[config.mk]
export PLATFORM = sky130hd
export DESIGN_NAME = apb_priority_queue
export DESIGN_NICKNAME = d
export VERILOG_FILES = /design/src/rtl/pq_pkg.sv /design/src/rtl/register_array.sv /design/src/rtl/pq_apb_slave.sv /design/src/rtl/apb_priority_queue.sv
export SDC_FILE = /design/constraint.sdc
export NUM_CORES = 1
export LEC_CHECK = 0
export ABC_AREA = 0
export BUFFER_PORTS_ARGS = -buffer_cell sky130_fd_sc_hd__buf_2
export CORE_AREA = 5 5 142 144
export DETAILED_ROUTE_END_ITERATION = 10
export DIE_AREA = 0 0 147 149
export PLACE_DENSITY = 0.8
export REMOVE_ABC_BUFFERS = 1
export SYNTH_ARGS = -nofsm -noshare
export SYNTH_HDL_FRONTEND = slang
export SYNTH_SLANG_ARGS = --single-unit
[constraint.sdc]
create_clock -name CLK -period 4.6 [get_ports CLK]
set_input_delay 0.69 -clock CLK [delete_from_list [all_inputs] [get_ports CLK]]
set_output_delay 0.69 -clock CLK [all_outputs]
set_load 0.005 [all_outputs]
[src/rtl/pq_pkg.sv]
/*
  Shared types for the APB replace-top priority queue.
  Holds the APB request and response structs, the register map and the
  opcode enum that the slave decodes each access into. Modules reference
  these by scoped name.
*/

package pq_pkg;

  localparam int APB_ADDR_W = 8;   // APB address bus width
  localparam int APB_DATA_W = 32;  // APB data bus width

  // Master to slave
  typedef struct packed {
    logic                  psel;     // Slave select
    logic                  penable;  // High in the access phase
    logic                  pwrite;   // 1 = write, 0 = read
    logic [APB_ADDR_W-1:0] paddr;    // Byte offset
    logic [APB_DATA_W-1:0] pwdata;   // Write data
  } apb_req_t;

  // Slave to master
  typedef struct packed {
    logic [APB_DATA_W-1:0] prdata;   // Read data, valid on completion
    logic                  pready;   // Completes the access phase
    logic                  pslverr;  // Error flag, valid on completion
  } apb_rsp_t;

  // Register map
  localparam logic [APB_ADDR_W-1:0] REG_REPLACE = 8'h00;  // WO, replace top
  localparam logic [APB_ADDR_W-1:0] REG_TOP     = 8'h04;  // RO, current max
  localparam logic [APB_ADDR_W-1:0] REG_COUNT   = 8'h08;  // RO, replace count

  // Decoded access kind
  typedef enum logic [2:0] {
    OP_NONE       = 3'd0,  // No slave selected
    OP_REPLACE    = 3'd1,  // Write to REG_REPLACE
    OP_READ_TOP   = 3'd2,  // Read of REG_TOP
    OP_READ_COUNT = 3'd3,  // Read of REG_COUNT
    OP_ERROR      = 3'd4   // Wrong direction or unknown offset
  } pq_op_e;

endpackage

[src/rtl/register_array.sv]
/*
  Systolic max priority queue on a register array.
  Every clock runs an even-pair compare-swap followed by an odd-pair
  compare-swap, so large values travel toward slot 0 by up to two places.
  A replace pulse overwrites slot 0 with new_entry, which drops the current
  maximum. Slot 0 is visible as max_entry. All entries reset to zero.
*/

`timescale 1ns/1ps

module register_array #(
  parameter int QUEUE_SIZE = 8,   // Number of entries, 2 or more
  parameter int DATA_WIDTH = 16   // Entry width
) (
  input  logic                  CLK,
  input  logic                  RSTn,
  input  logic                  replace,    // One-cycle pulse, load slot 0
  input  logic [DATA_WIDTH-1:0] new_entry,  // Value written into slot 0
  output logic [DATA_WIDTH-1:0] max_entry   // Slot 0
);

  localparam int PAIR_COUNT = (QUEUE_SIZE + 1) / 2;  // Even pairs, last may be single

  logic [DATA_WIDTH-1:0] entry      [QUEUE_SIZE];  // Queue storage
  logic [DATA_WIDTH-1:0] next_entry [QUEUE_SIZE];  // State after one full step
  logic [DATA_WIDTH-1:0] pair_max   [PAIR_COUNT];  // Winner of even pair i
  logic [DATA_WIDTH-1:0] pair_min   [PAIR_COUNT];  // Loser of even pair i

  // Even phase, pairs (0,1), (2,3), ...
  always_comb begin : even_phase
    for (int i = 0; i < PAIR_COUNT; i++) begin
      if (2 * i + 1 < QUEUE_SIZE) begin
        if (entry[2*i] >= entry[2*i+1]) begin
          pair_max[i] = entry[2*i];
          pair_min[i] = entry[2*i+1];
        end else begin
          pair_max[i] = entry[2*i+1];
          pair_min[i] = entry[2*i];
        end
      end else begin
        pair_max[i] = entry[2*i];  // Odd size, lone tail entry
        pair_min[i] = entry[2*i];
      end
    end
  end

  // Odd phase on the even-phase result, pairs (1,2), (3,4), ...
  always_comb begin : odd_phase
    for (int i = 0; i < QUEUE_SIZE; i++) begin
      next_entry[i] = entry[i];  // Default, every slot overwritten below
    end
    next_entry[0] = pair_max[0];  // Head winner needs no second compare
    for (int i = 1; i < PAIR_COUNT; i++) begin
      // Loser of pair i-1 meets winner of pair i
      if (pair_min[i-1] >= pair_max[i]) begin
        next_entry[2*i-1] = pair_min[i-1];
        next_entry[2*i]   = pair_max[i];
      end else begin
        next_entry[2*i-1] = pair_max[i];
        next_entry[2*i]   = pair_min[i-1];
      end
    end
    if (QUEUE_SIZE % 2 == 0) begin
      next_entry[QUEUE_SIZE-1] = pair_min[PAIR_COUNT-1];  // Tail has no odd partner
    end
  end

  always_ff @(posedge CLK or negedge RSTn) begin
    if (!RSTn) begin
      for (int i = 0; i < QUEUE_SIZE; i++) begin
        entry[i] <= '0;  // Queue starts as all zeros
      end
    end else begin
      for (int i = 0; i < QUEUE_SIZE; i++) begin
        entry[i] <= next_entry[i];
      end
      if (replace) begin
        entry[0] <= new_entry;  // Old top is discarded
      end
    end
  end

  assign max_entry = entry[0];

  // Without a replace the top can only be swapped for something larger
  a_top_monotonic: assert property (
    @(posedge CLK) disable iff (!RSTn)
    !$past(replace) |-> (max_entry >= $past(max_entry))
  ) else $error("register_array: top decreased without a replace");

endmodule

[src/rtl/pq_apb_slave.sv]
/*
  APB front end of the replace-top priority queue.
  Decodes each access into an opcode, turns a write of REG_REPLACE into a
  one-cycle replace pulse, and serves reads of the top and of a 16-bit
  replace counter. After a replace, pready is held low for QUEUE_SIZE
  cycles so the array can bring the new maximum back to slot 0.
  Bad direction or unknown offsets complete with pslverr and no side effect.
*/

`timescale 1ns/1ps

module pq_apb_slave #(
  parameter int QUEUE_SIZE = 8,   // Array depth, also the settle length
  parameter int DATA_WIDTH = 16   // Entry width
) (
  input  logic                  CLK,
  input  logic                  RSTn,
  input  pq_pkg::apb_req_t      apb_req,    // APB request from master
  output pq_pkg::apb_rsp_t      apb_rsp,    // APB response to master
  input  logic [DATA_WIDTH-1:0] max_entry,  // Current top of the array
  output logic                  replace,    // Pulse, replace top
  output logic [DATA_WIDTH-1:0] new_entry   // Value for the replace
);

  localparam int SETTLE_W = $clog2(QUEUE_SIZE + 1);  // Holds 0..QUEUE_SIZE
  localparam int COUNT_W  = 16;                      // Replace counter width

  pq_pkg::pq_op_e                op;           // Decoded current access
  logic                          access;       // Access phase of a transfer
  logic                          settled;      // Array has finished sorting
  logic                          done;         // Transfer completes this cycle
  logic [SETTLE_W-1:0]           settle_cnt;   // Cycles left in settle window
  logic [COUNT_W-1:0]            replace_cnt;  // Completed replaces, wraps
  logic [pq_pkg::APB_DATA_W-1:0] rdata;        // Read mux output

  // Address and direction to opcode
  always_comb begin : decode
    op = pq_pkg::OP_NONE;  // Nothing selected
    if (apb_req.psel) begin
      case (apb_req.paddr)
        pq_pkg::REG_REPLACE: begin
          op = apb_req.pwrite ? pq_pkg::OP_REPLACE : pq_pkg::OP_ERROR;  // Write only
        end
        pq_pkg::REG_TOP: begin
          op = apb_req.pwrite ? pq_pkg::OP_ERROR : pq_pkg::OP_READ_TOP;  // Read only
        end
        pq_pkg::REG_COUNT: begin
          op = apb_req.pwrite ? pq_pkg::OP_ERROR : pq_pkg::OP_READ_COUNT;  // Read only
        end
        default: begin
          op = pq_pkg::OP_ERROR;  // Unmapped offset
        end
      endcase
    end
  end

  assign access  = apb_req.psel & apb_req.penable;
  assign settled = (settle_cnt == '0);
  assign done    = access & settled;  // Zero wait states when idle

  // Replace fires in the completing access cycle
  assign replace   = done & (op == pq_pkg::OP_REPLACE);
  assign new_entry = apb_req.pwdata[DATA_WIDTH-1:0];  // Upper bits ignored

  // Settle window, reloaded by every replace
  always_ff @(posedge CLK or negedge RSTn) begin
    if (!RSTn) begin
      settle_cnt <= '0;
    end else if (replace) begin
      settle_cnt <= SETTLE_W'(QUEUE_SIZE);  // One step per slot is enough
    end else if (!settled) begin
      settle_cnt <= settle_cnt - 1'b1;
    end
  end

  // Completed replace counter
  always_ff @(posedge CLK or negedge RSTn) begin
    if (!RSTn) begin
      replace_cnt <= '0;
    end else if (replace) begin
      replace_cnt <= replace_cnt + 1'b1;  // Wraps at 2^16
    end
  end

  // Read data, zero extended
  always_comb begin : read_mux
    rdata = '0;
    case (op)
      pq_pkg::OP_READ_TOP: begin
        rdata[DATA_WIDTH-1:0] = max_entry;
      end
      pq_pkg::OP_READ_COUNT: begin
        rdata[COUNT_W-1:0] = replace_cnt;
      end
      default: begin
        rdata = '0;  // Writes and errors return zero
      end
    endcase
  end

  // Response is only meaningful in the completing cycle
  always_comb begin : response
    apb_rsp         = '0;
    apb_rsp.pready  = done;
    apb_rsp.pslverr = done & (op == pq_pkg::OP_ERROR);
    apb_rsp.prdata  = done ? rdata : '0;
  end

  // Array must be settled before its top is replaced again
  a_replace_when_settled: assert property (
    @(posedge CLK) disable iff (!RSTn)
    replace |-> (settle_cnt == '0)
  ) else $error("pq_apb_slave: replace issued inside settle window");

  // Bus stays stalled for the whole settle window
  a_stall_in_window: assert property (
    @(posedge CLK) disable iff (!RSTn)
    (settle_cnt != '0) |-> !apb_rsp.pready
  ) else $error("pq_apb_slave: pready high while array is settling");

  // Master side, a stalled request must not change under the slave
  a_req_held: assert property (
    @(posedge CLK) disable iff (!RSTn)
    (access && !apb_rsp.pready) |=> $stable(apb_req)
  ) else $error("pq_apb_slave: request changed before completion");

endmodule

[src/rtl/apb_priority_queue.sv]
/*
  Top level of the APB replace-top priority queue.
  The APB slave decodes bus accesses and paces replaces; the register
  array holds the entries and keeps the maximum at slot 0.
  QUEUE_SIZE and DATA_WIDTH are set here and passed to both blocks.
*/

`timescale 1ns/1ps

module apb_priority_queue #(
  parameter int QUEUE_SIZE = 8,   // Number of entries, 2 or more
  parameter int DATA_WIDTH = 16   // Entry width, at most APB data width
) (
  input  logic             CLK,
  input  logic             RSTn,
  input  pq_pkg::apb_req_t apb_req,  // APB request
  output pq_pkg::apb_rsp_t apb_rsp   // APB response
);

  logic                  replace;    // Slave to array, replace pulse
  logic [DATA_WIDTH-1:0] new_entry;  // Slave to array, value to insert
  logic [DATA_WIDTH-1:0] max_entry;  // Array to slave, current top

  // Bus front end
  pq_apb_slave #(
    .QUEUE_SIZE (QUEUE_SIZE),
    .DATA_WIDTH (DATA_WIDTH)
  ) slave_i (
    .CLK       (CLK),
    .RSTn      (RSTn),
    .apb_req   (apb_req),
    .apb_rsp   (apb_rsp),
    .max_entry (max_entry),
    .replace   (replace),
    .new_entry (new_entry)
  );

  // Systolic storage
  register_array #(
    .QUEUE_SIZE (QUEUE_SIZE),
    .DATA_WIDTH (DATA_WIDTH)
  ) array_i (
    .CLK       (CLK),
    .RSTn      (RSTn),
    .replace   (replace),
    .new_entry (new_entry),
    .max_entry (max_entry)
  );

endmodule

==> results of run 1 <==
-- registers in the layout (all words and copies together) (netlist names) --
name	count
array_i.max_entry	16
array_i.entry	112
slave_i.settle_cnt	4
slave_i.replace_cnt	16
-- synth_stat cells, types with 3 or more instances --
| library cell | count | share of area |
|---|---|---|
| mux2i_1 | 176 | 0.16 |
| dfrtp_1 | 148 | 0.34 |
| inv_1 | 117 | 0.040 |
| ha_1 | 115 | 0.13 |
| nand2_1 | 98 | 0.034 |
| nand3_1 | 74 | 0.034 |
| a21oi_1 | 66 | 0.030 |
| nor3_1 | 57 | 0.026 |
| o21ai_0 | 43 | 0.020 |
| nor2_1 | 38 | 0.013 |
| clkbuf_1 | 36 | 0.012 |
| buf_2 | 22 | 0.010 |
| buf_4 | 20 | 0.014 |
| o211ai_1 | 19 | 0.013 |
| a22oi_1 | 16 | 0.011 |
| o221ai_1 | 16 | 0.013 |
| mux2_2 | 15 | 0.015 |
| nor3_2 | 14 | 0.013 |
| xnor2_1 | 14 | 0.011 |
| nand4_1 | 13 | 0.0074 |
| a211oi_1 | 10 | 0.0068 |
| a21o_1 | 8 | 0.0055 |
| a211o_1 | 6 | 0.0048 |
| and3_1 | 6 | 0.0034 |
| nand2b_1 | 6 | 0.0034 |
| nor2b_1 | 5 | 0.0029 |
| o21a_1 | 3 | 0.0021 |
| xor2_1 | 3 | 0.0024 |
-- worst paths after layout --
kind	slack, ps	startpoint	endpoint	depth (start not counted)
setup reg to reg	330	array_i.entry[71]	array_i.entry[96]	16
hold reg to reg	490	slave_i.replace_cnt[15]	slave_i.replace_cnt[15]	1
max in group asynchronous	3260	RSTn	array_i.entry[71]	2
min in group CLK	470	apb_req[8]	array_i.max_entry[8]	3
hold / removal	340	RSTn	slave_i.replace_cnt[2]	1
setup / recovery	330	array_i.entry[71]	array_i.entry[96]	16
-- per-layer routing --
metal  wire length (µm)  GRT usage  up-vias
li1                   -          -     4286
met2              11610     0.3953      185
met3                858    0.03586       43
met4                641    0.08015        0
met5                  0          0        -
met1              10010     0.2572     4079
-- repair_timing --
action | in CTS | in global routing
buffers inserted | 0 | 4
hold buffers | 0 | 0
endpoints found under the setup margin | 0 | 52
resized for setup | 0 | 1
-- layout make-up --
class                   instances  area (µm²)
inverters                     117       439.2
clock inverters                15       145.1
well taps                     234       292.8
fillers                      1447        6480
flip-flops and latches        148        3704
multi-input cells             858        6533
repair buffers                 81       561.8
clock buffers                  17       425.4
-- logic make-up (layout without fill, tap and decap cells) --
group / Yosys count / after routing
flip-flops: 148 / 148
XOR/XNOR: 17 / 17
other: 1 / 16
buffers and inverters: 198 / 230
multiplexers: 191 / 191
AO/OA/AOI/OAI: 200 / 200
adder cells (fa/ha/maj): 115 / 115
AND/OR/NAND/NOR: 319 / 319
-- through the flow --
stage               utilization  cell area (µm²)  setup slack, ps
floorplan                     -            10610            -2245
global placement         0.6189            11500            346.0
detailed placement       0.6189            11500            245.4
CTS                      0.6496            12070            211.4
global route             0.6512            12100            50.20
finish                   0.6512            12100            331.0
==> results.json, run 1 <==
{
  "vias": 8593,
  "cts-buffers-inserted": 17,
  "synth.cell_area_um2": 10970,
  "die_area_um2": 21900,
  "insertion_delay_ps": 430,
  "dp_cells": 1434,
  "clk_pin_slew_ps": 60,
  "worstPathCellList": "inv_1, ha_1, and3_1, a221oi_1, or2_2, a21oi_1, nor3_1, inv_1, ha_1, nand2b_1, a211oi_1, o21ai_0, a41oi_1, o22ai_4, buf_12, mux2i_1",
  "cp_slowest_cell": "a41oi_1",
  "finalSetupTns_ps": 0,
  "cp_num_buf_inv": 3,
  "die_h_um": 149,
  "synth_compound_area_frac": 0.1185,
  "path_max_fanout": 32,
  "fmax_mhz": 234.2,
  "hold_slack_ps": 337.9,
  "start_kind": "register",
  "cts_num_sinks": 148,
  "rsz0062_at_grt": "no",
  "start_util": 0.5904,
  "routabilityCongestion": 0.9165,
  "synth_cell_types": 46,
  "synth.avg_cell_area_um2": 9.227,
  "post_drt_via_cell_ratio": 5.846,
  "fin_crit_ps": 4269,
  "drt_first_pass_iters": 5,
  "wire_per_inst_um": 15.72,
  "antenna_found_initial": 0,
  "yosys_warnings": 0,
  "synth_edf_count": 0,
  "cts_tree": "done",
  "grt_usage": 0.2167,
  "place.detailed.hpwl_um": 16890,
  "status": "finished, final reports clean",
  "first_iter_violations": 489,
  "clockBufferDepth": 2,
  "async_flop_share": 1.000,
  "portBuffers": 46,
  "synth_xor_xnor_area_share": 0.01357,
  "die_w_um": 147,
  "finalHoldViolations": 0,
  "drive_gt1_frac": 0.1286,
  "period_share": 0.9280,
  "synth-simple-area-share": 0.1451,
  "grt_max_degree": 102,
  "final_cell_mix": "mux2i_1 (176), dfrtp_1 (148), inv_1 (117)",
  "instances_no_fill": 1470,
  "htreeDepth": 4,
  "finalSetupViolCount": 0,
  "synth_top_family_by_area": "multiplexers",
  "ctsRootBufferMaster": "clkbuf_16",
  "slew_headroom": 0.3339,
  "grt_pass1_wl_um": 39920,
  "ys_seq_area_frac": 0.3376,
  "fin_worst_skew_ps": 9.193,
  "arrival_ps": 4560,
  "core_area_um2": 18580,
  "ys_ff_latch": 148,
  "ys.flop_type": "dfrtp_1",
  "cpLargestDelayFamily": "compound AO/OA/AOI/OAI gates",
  "grt_pass1_vias": 8660,
  "critPathMaxStageDelay_ps": 450,
  "final_common_cell": "mux2i_1",
  "final_nets": 1383,
  "hp-class": "in -> async",
  "synthAdderAreaFrac": 0.1312,
  "worstSetupPathType": "reg -> reg",
  "worstSetupEndpointType": "register",
  "wirelength_um": 23110,
  "crit_required_ps": 4890,
  "rows": 50,
  "pin_count": 79,
  "ant_nets": 0,
  "grt.overflow.total": 0,
  "antennaDiodeCount": 0,
  "cap_violations": 0,
  "drcViolationCount": 0,
  "syn_to_final_growth_pct": 10.30,
  "slew_violations": 0,
  "synth.mux.area_fraction": 0.1760,
  "worst_pin_slew_ps": 994.8,
  "synth_cells": 1189
}
Power of run 1 is left out: the tool's default activity adds up to more than one toggle a clock period on the data nets, which glitch-free logic cannot reach.
==> run 2: changes to the inputs <==
--- a/config.mk
+++ b/config.mk
@@ -7,11 +7,12 @@
 export LEC_CHECK = 0
 export ABC_AREA = 0
 export BUFFER_PORTS_ARGS = -buffer_cell sky130_fd_sc_hd__buf_2
-export CORE_AREA = 5 5 142 144
+export CORE_AREA = 5 5 138 140
 export DETAILED_ROUTE_END_ITERATION = 10
-export DIE_AREA = 0 0 147 149
-export PLACE_DENSITY = 0.8
+export DIE_AREA = 0 0 143 145
+export PLACE_DENSITY = 0.81
 export REMOVE_ABC_BUFFERS = 1
 export SYNTH_ARGS = -nofsm -noshare
 export SYNTH_HDL_FRONTEND = slang
+export SYNTH_HIERARCHICAL = 1
 export SYNTH_SLANG_ARGS = --single-unit
==> run 2 against run 1 <==
- clock skew is essentially flat
- critical path depth increased by 1
- count of clock-buffer cells in the layout rose by 1
- first-iteration DRC count down 64%
- hold slack worse by 18 ps
- non-clock buffer count decreased by 13
- wire length decreased by 19%
- setup slack is essentially flat
- critical endpoint is now array_i/entry[77]
==> results.json, run 2 <==
{
  "worstSetupEndpointType": "register",
  "cp_num_buf_inv": 5,
  "syn_to_final_growth_pct": 7.830,
  "wire_per_inst_um": 15.21,
  "place.detailed.hpwl_um": 13790,
  "status": "finished, final reports clean",
  "fmax_mhz": 234.3,
  "grt.overflow.total": 0,
  "ys.flop_type": "dfrtp_1",
  "arrival_ps": 4610,
  "final_nets": 1152,
  "start_kind": "register",
  "clockBufferDepth": 2,
  "pin_count": 79,
  "fin_worst_skew_ps": 8.848,
  "final_cell_mix": "mux2i_1 (211), dfrtp_1 (148), inv_1 (116)",
  "yosysMostFrequentCell": "mux2i_1",
  "worstSetupPathType": "reg -> reg",
  "path_max_fanout": 27,
  "cts_num_sinks": 148,
  "largest_reg_flops": 112,
  "finalHoldViolations": 0,
  "final_common_cell": "mux2i_1",
  "yosys-top-cells-area": "dfrtp_1 (36%), mux2i_1 (20%), ha_1 (14%), inv_1 (4.2%), buf_4 (3.8%)",
  "yosys_warnings": 6,
  "core_area_um2": 17720,
  "die_w_um": 143,
  "die_area_um2": 20740,
  "grt_usage": 0.1871,
  "clk_pin_slew_ps": 60,
  "multi_input_area_um2": 5787,
  "wirelength_um": 18770,
  "antennaDiodeCount": 0,
  "finalSetupViolCount": 0,
  "dp_slack_ps": 322.3,
  "drcViolationCount": 0,
  "grt_max_degree": 86,
  "htreeDepth": 4,
  "rsz0062_at_grt": "no",
  "regArea_um2": 3704,
  "routabilityCongestion": 0.8518,
  "die_h_um": 145,
  "critPathMaxStageDelay_ps": 530,
  "grt_pass1_vias": 7110,
  "ant_nets": 0,
  "period_share": 0.9279,
  "synth.cell_area_um2": 10400,
  "rows": 49,
  "design_area_um2": 11220,
  "ys_seq_area_frac": 0.3560,
  "vias": 6798,
  "cts_tree": "done",
  "synth.avg_cell_area_um2": 10.74,
  "cap_violations": 0,
  "top_register": "array_i/entry",
  "worstPathCellList": "inv_1, ha_1, and3_1, nand2_1, o31ai_1, a211o_2, buf_4, buf_4, mux2i_1, inv_1, ha_1, nand4_1, nor2_1, nor2_1, o22ai_4, buf_12, mux2i_1",
  "antenna_found_initial": 0,
  "cp_slowest_cell": "a211o_2",
  "start_util": 0.5872,
  "fillCellCount": 1367,
  "synth_cells": 969,
  "first_iter_violations": 178,
  "cts-buffers-inserted": 17,
  "synth_cell_types": 58,
  "ctsRootBufferMaster": "clkbuf_16",
  "drt_first_pass_iters": 5,
  "ys_ff_latch": 148,
  "synth_top_area_share": 0.3560,
  "hp-class": "in -> async",
  "netlist_top_cells_count": "mux2i_1 (211), dfrtp_1 (148), inv_1 (116)",
  "drive_gt1_frac": 0.1453,
  "portBuffers": 46,
  "synth_edf_count": 0,
  "layout_setup_ws_ps": 331.4,
  "fin_crit_ps": 4269,
  "cpLargestDelayFamily": "compound AO/OA/AOI/OAI gates",
  "synth_top_area_cell": "dfrtp_1",
  "crit_required_ps": 4940,
  "worst_pin_slew_ps": 1016,
  "slew_violations": 0,
  "slew_headroom": 0.3216,
  "async_flop_share": 1.000,
  "grt_pass1_wl_um": 32200,
  "dpl_cell_area_um2": 10650,
  "post_drt_via_cell_ratio": 5.509,
  "insertion_delay_ps": 430
}
[run 2: cell count changes in the layout (fill, tap and decap cells not counted), moves of 18 or more]
cell | previous run | this run
a21oi_1 | 66 | 21
nand3_1 | 74 | 8
o211ai_1 | 19 | 1
nor3_1 | 56 | 6
mux2i_1 | 176 | 211
nand2_1 | 98 | 39
[run 2: repair_timing]
action / CTS / global route
buffers inserted: 0 / 0
hold buffers: 0 / 0
endpoints found under the setup margin: 0 / 9
gates resized for setup: 0 / 1
[run 2: path summary, 6_finish.rpt]
kind | slack, ps | from | end | cells past startpoint
min reg2reg | 490 | slave_i/replace_cnt[12] | slave_i/replace_cnt[12] | 1
max reg2reg | 330 | array_i/entry[71] | array_i/entry[77] | 17
max | 330 | array_i/entry[71] | array_i/entry[77] | 17
max in group asynchronous | 3310 | RSTn | array_i/entry[19] | 2
min | 320 | RSTn | slave_i/settle_cnt[2] | 1
min in group CLK | 470 | apb_req[0] | array_i/max_entry[0] | 3
[run 2: per-stage QoR]
stage / cells / hold WS (ps) / setup TNS (ps) / utilization
global route: 1234 / 390.9 / 0 / 0.6331
global placement: 1203 / 458.0 / 0 / 0.6009
floorplan: 906 / 394.4 / -206900 / -
finish: 1234 / 319.6 / 0 / 0.6331
CTS: 1234 / 348.0 / 0 / 0.6329
detailed placement: 1203 / 479.8 / 0 / 0.6009
[run 2: cell families after synthesis]
kind of cell	synth area share
muxes	0.2479
buffers and inverters	0.09862
DFF	0.3560
and+or+nand+nor	0.07144
adders and majority gates	0.1371
AOI/OAI and AO/OA	0.07348
xor gates and xnor gates	0.01515
other	0.0003604
[run 2: metal layers]
metal	track usage	part of all wire
met5	0	0
met4	0.08317	0.037
met2	0.3127	0.49
met3	0.04080	0.039
met1	0.2311	0.44
[run 2: final cells by class]
cell class / instances / area share
Clock buffer: 18 / 0.03826
Tap cell: 229 / 0.02554
Sequential cell: 148 / 0.3301
Timing Repair Buffer: 68 / 0.03915
Multi-Input combinational cell: 642 / 0.5158
Inverter: 116 / 0.03881
Clock inverter: 13 / 0.01227
Power of run 2 is left out for the same reason.
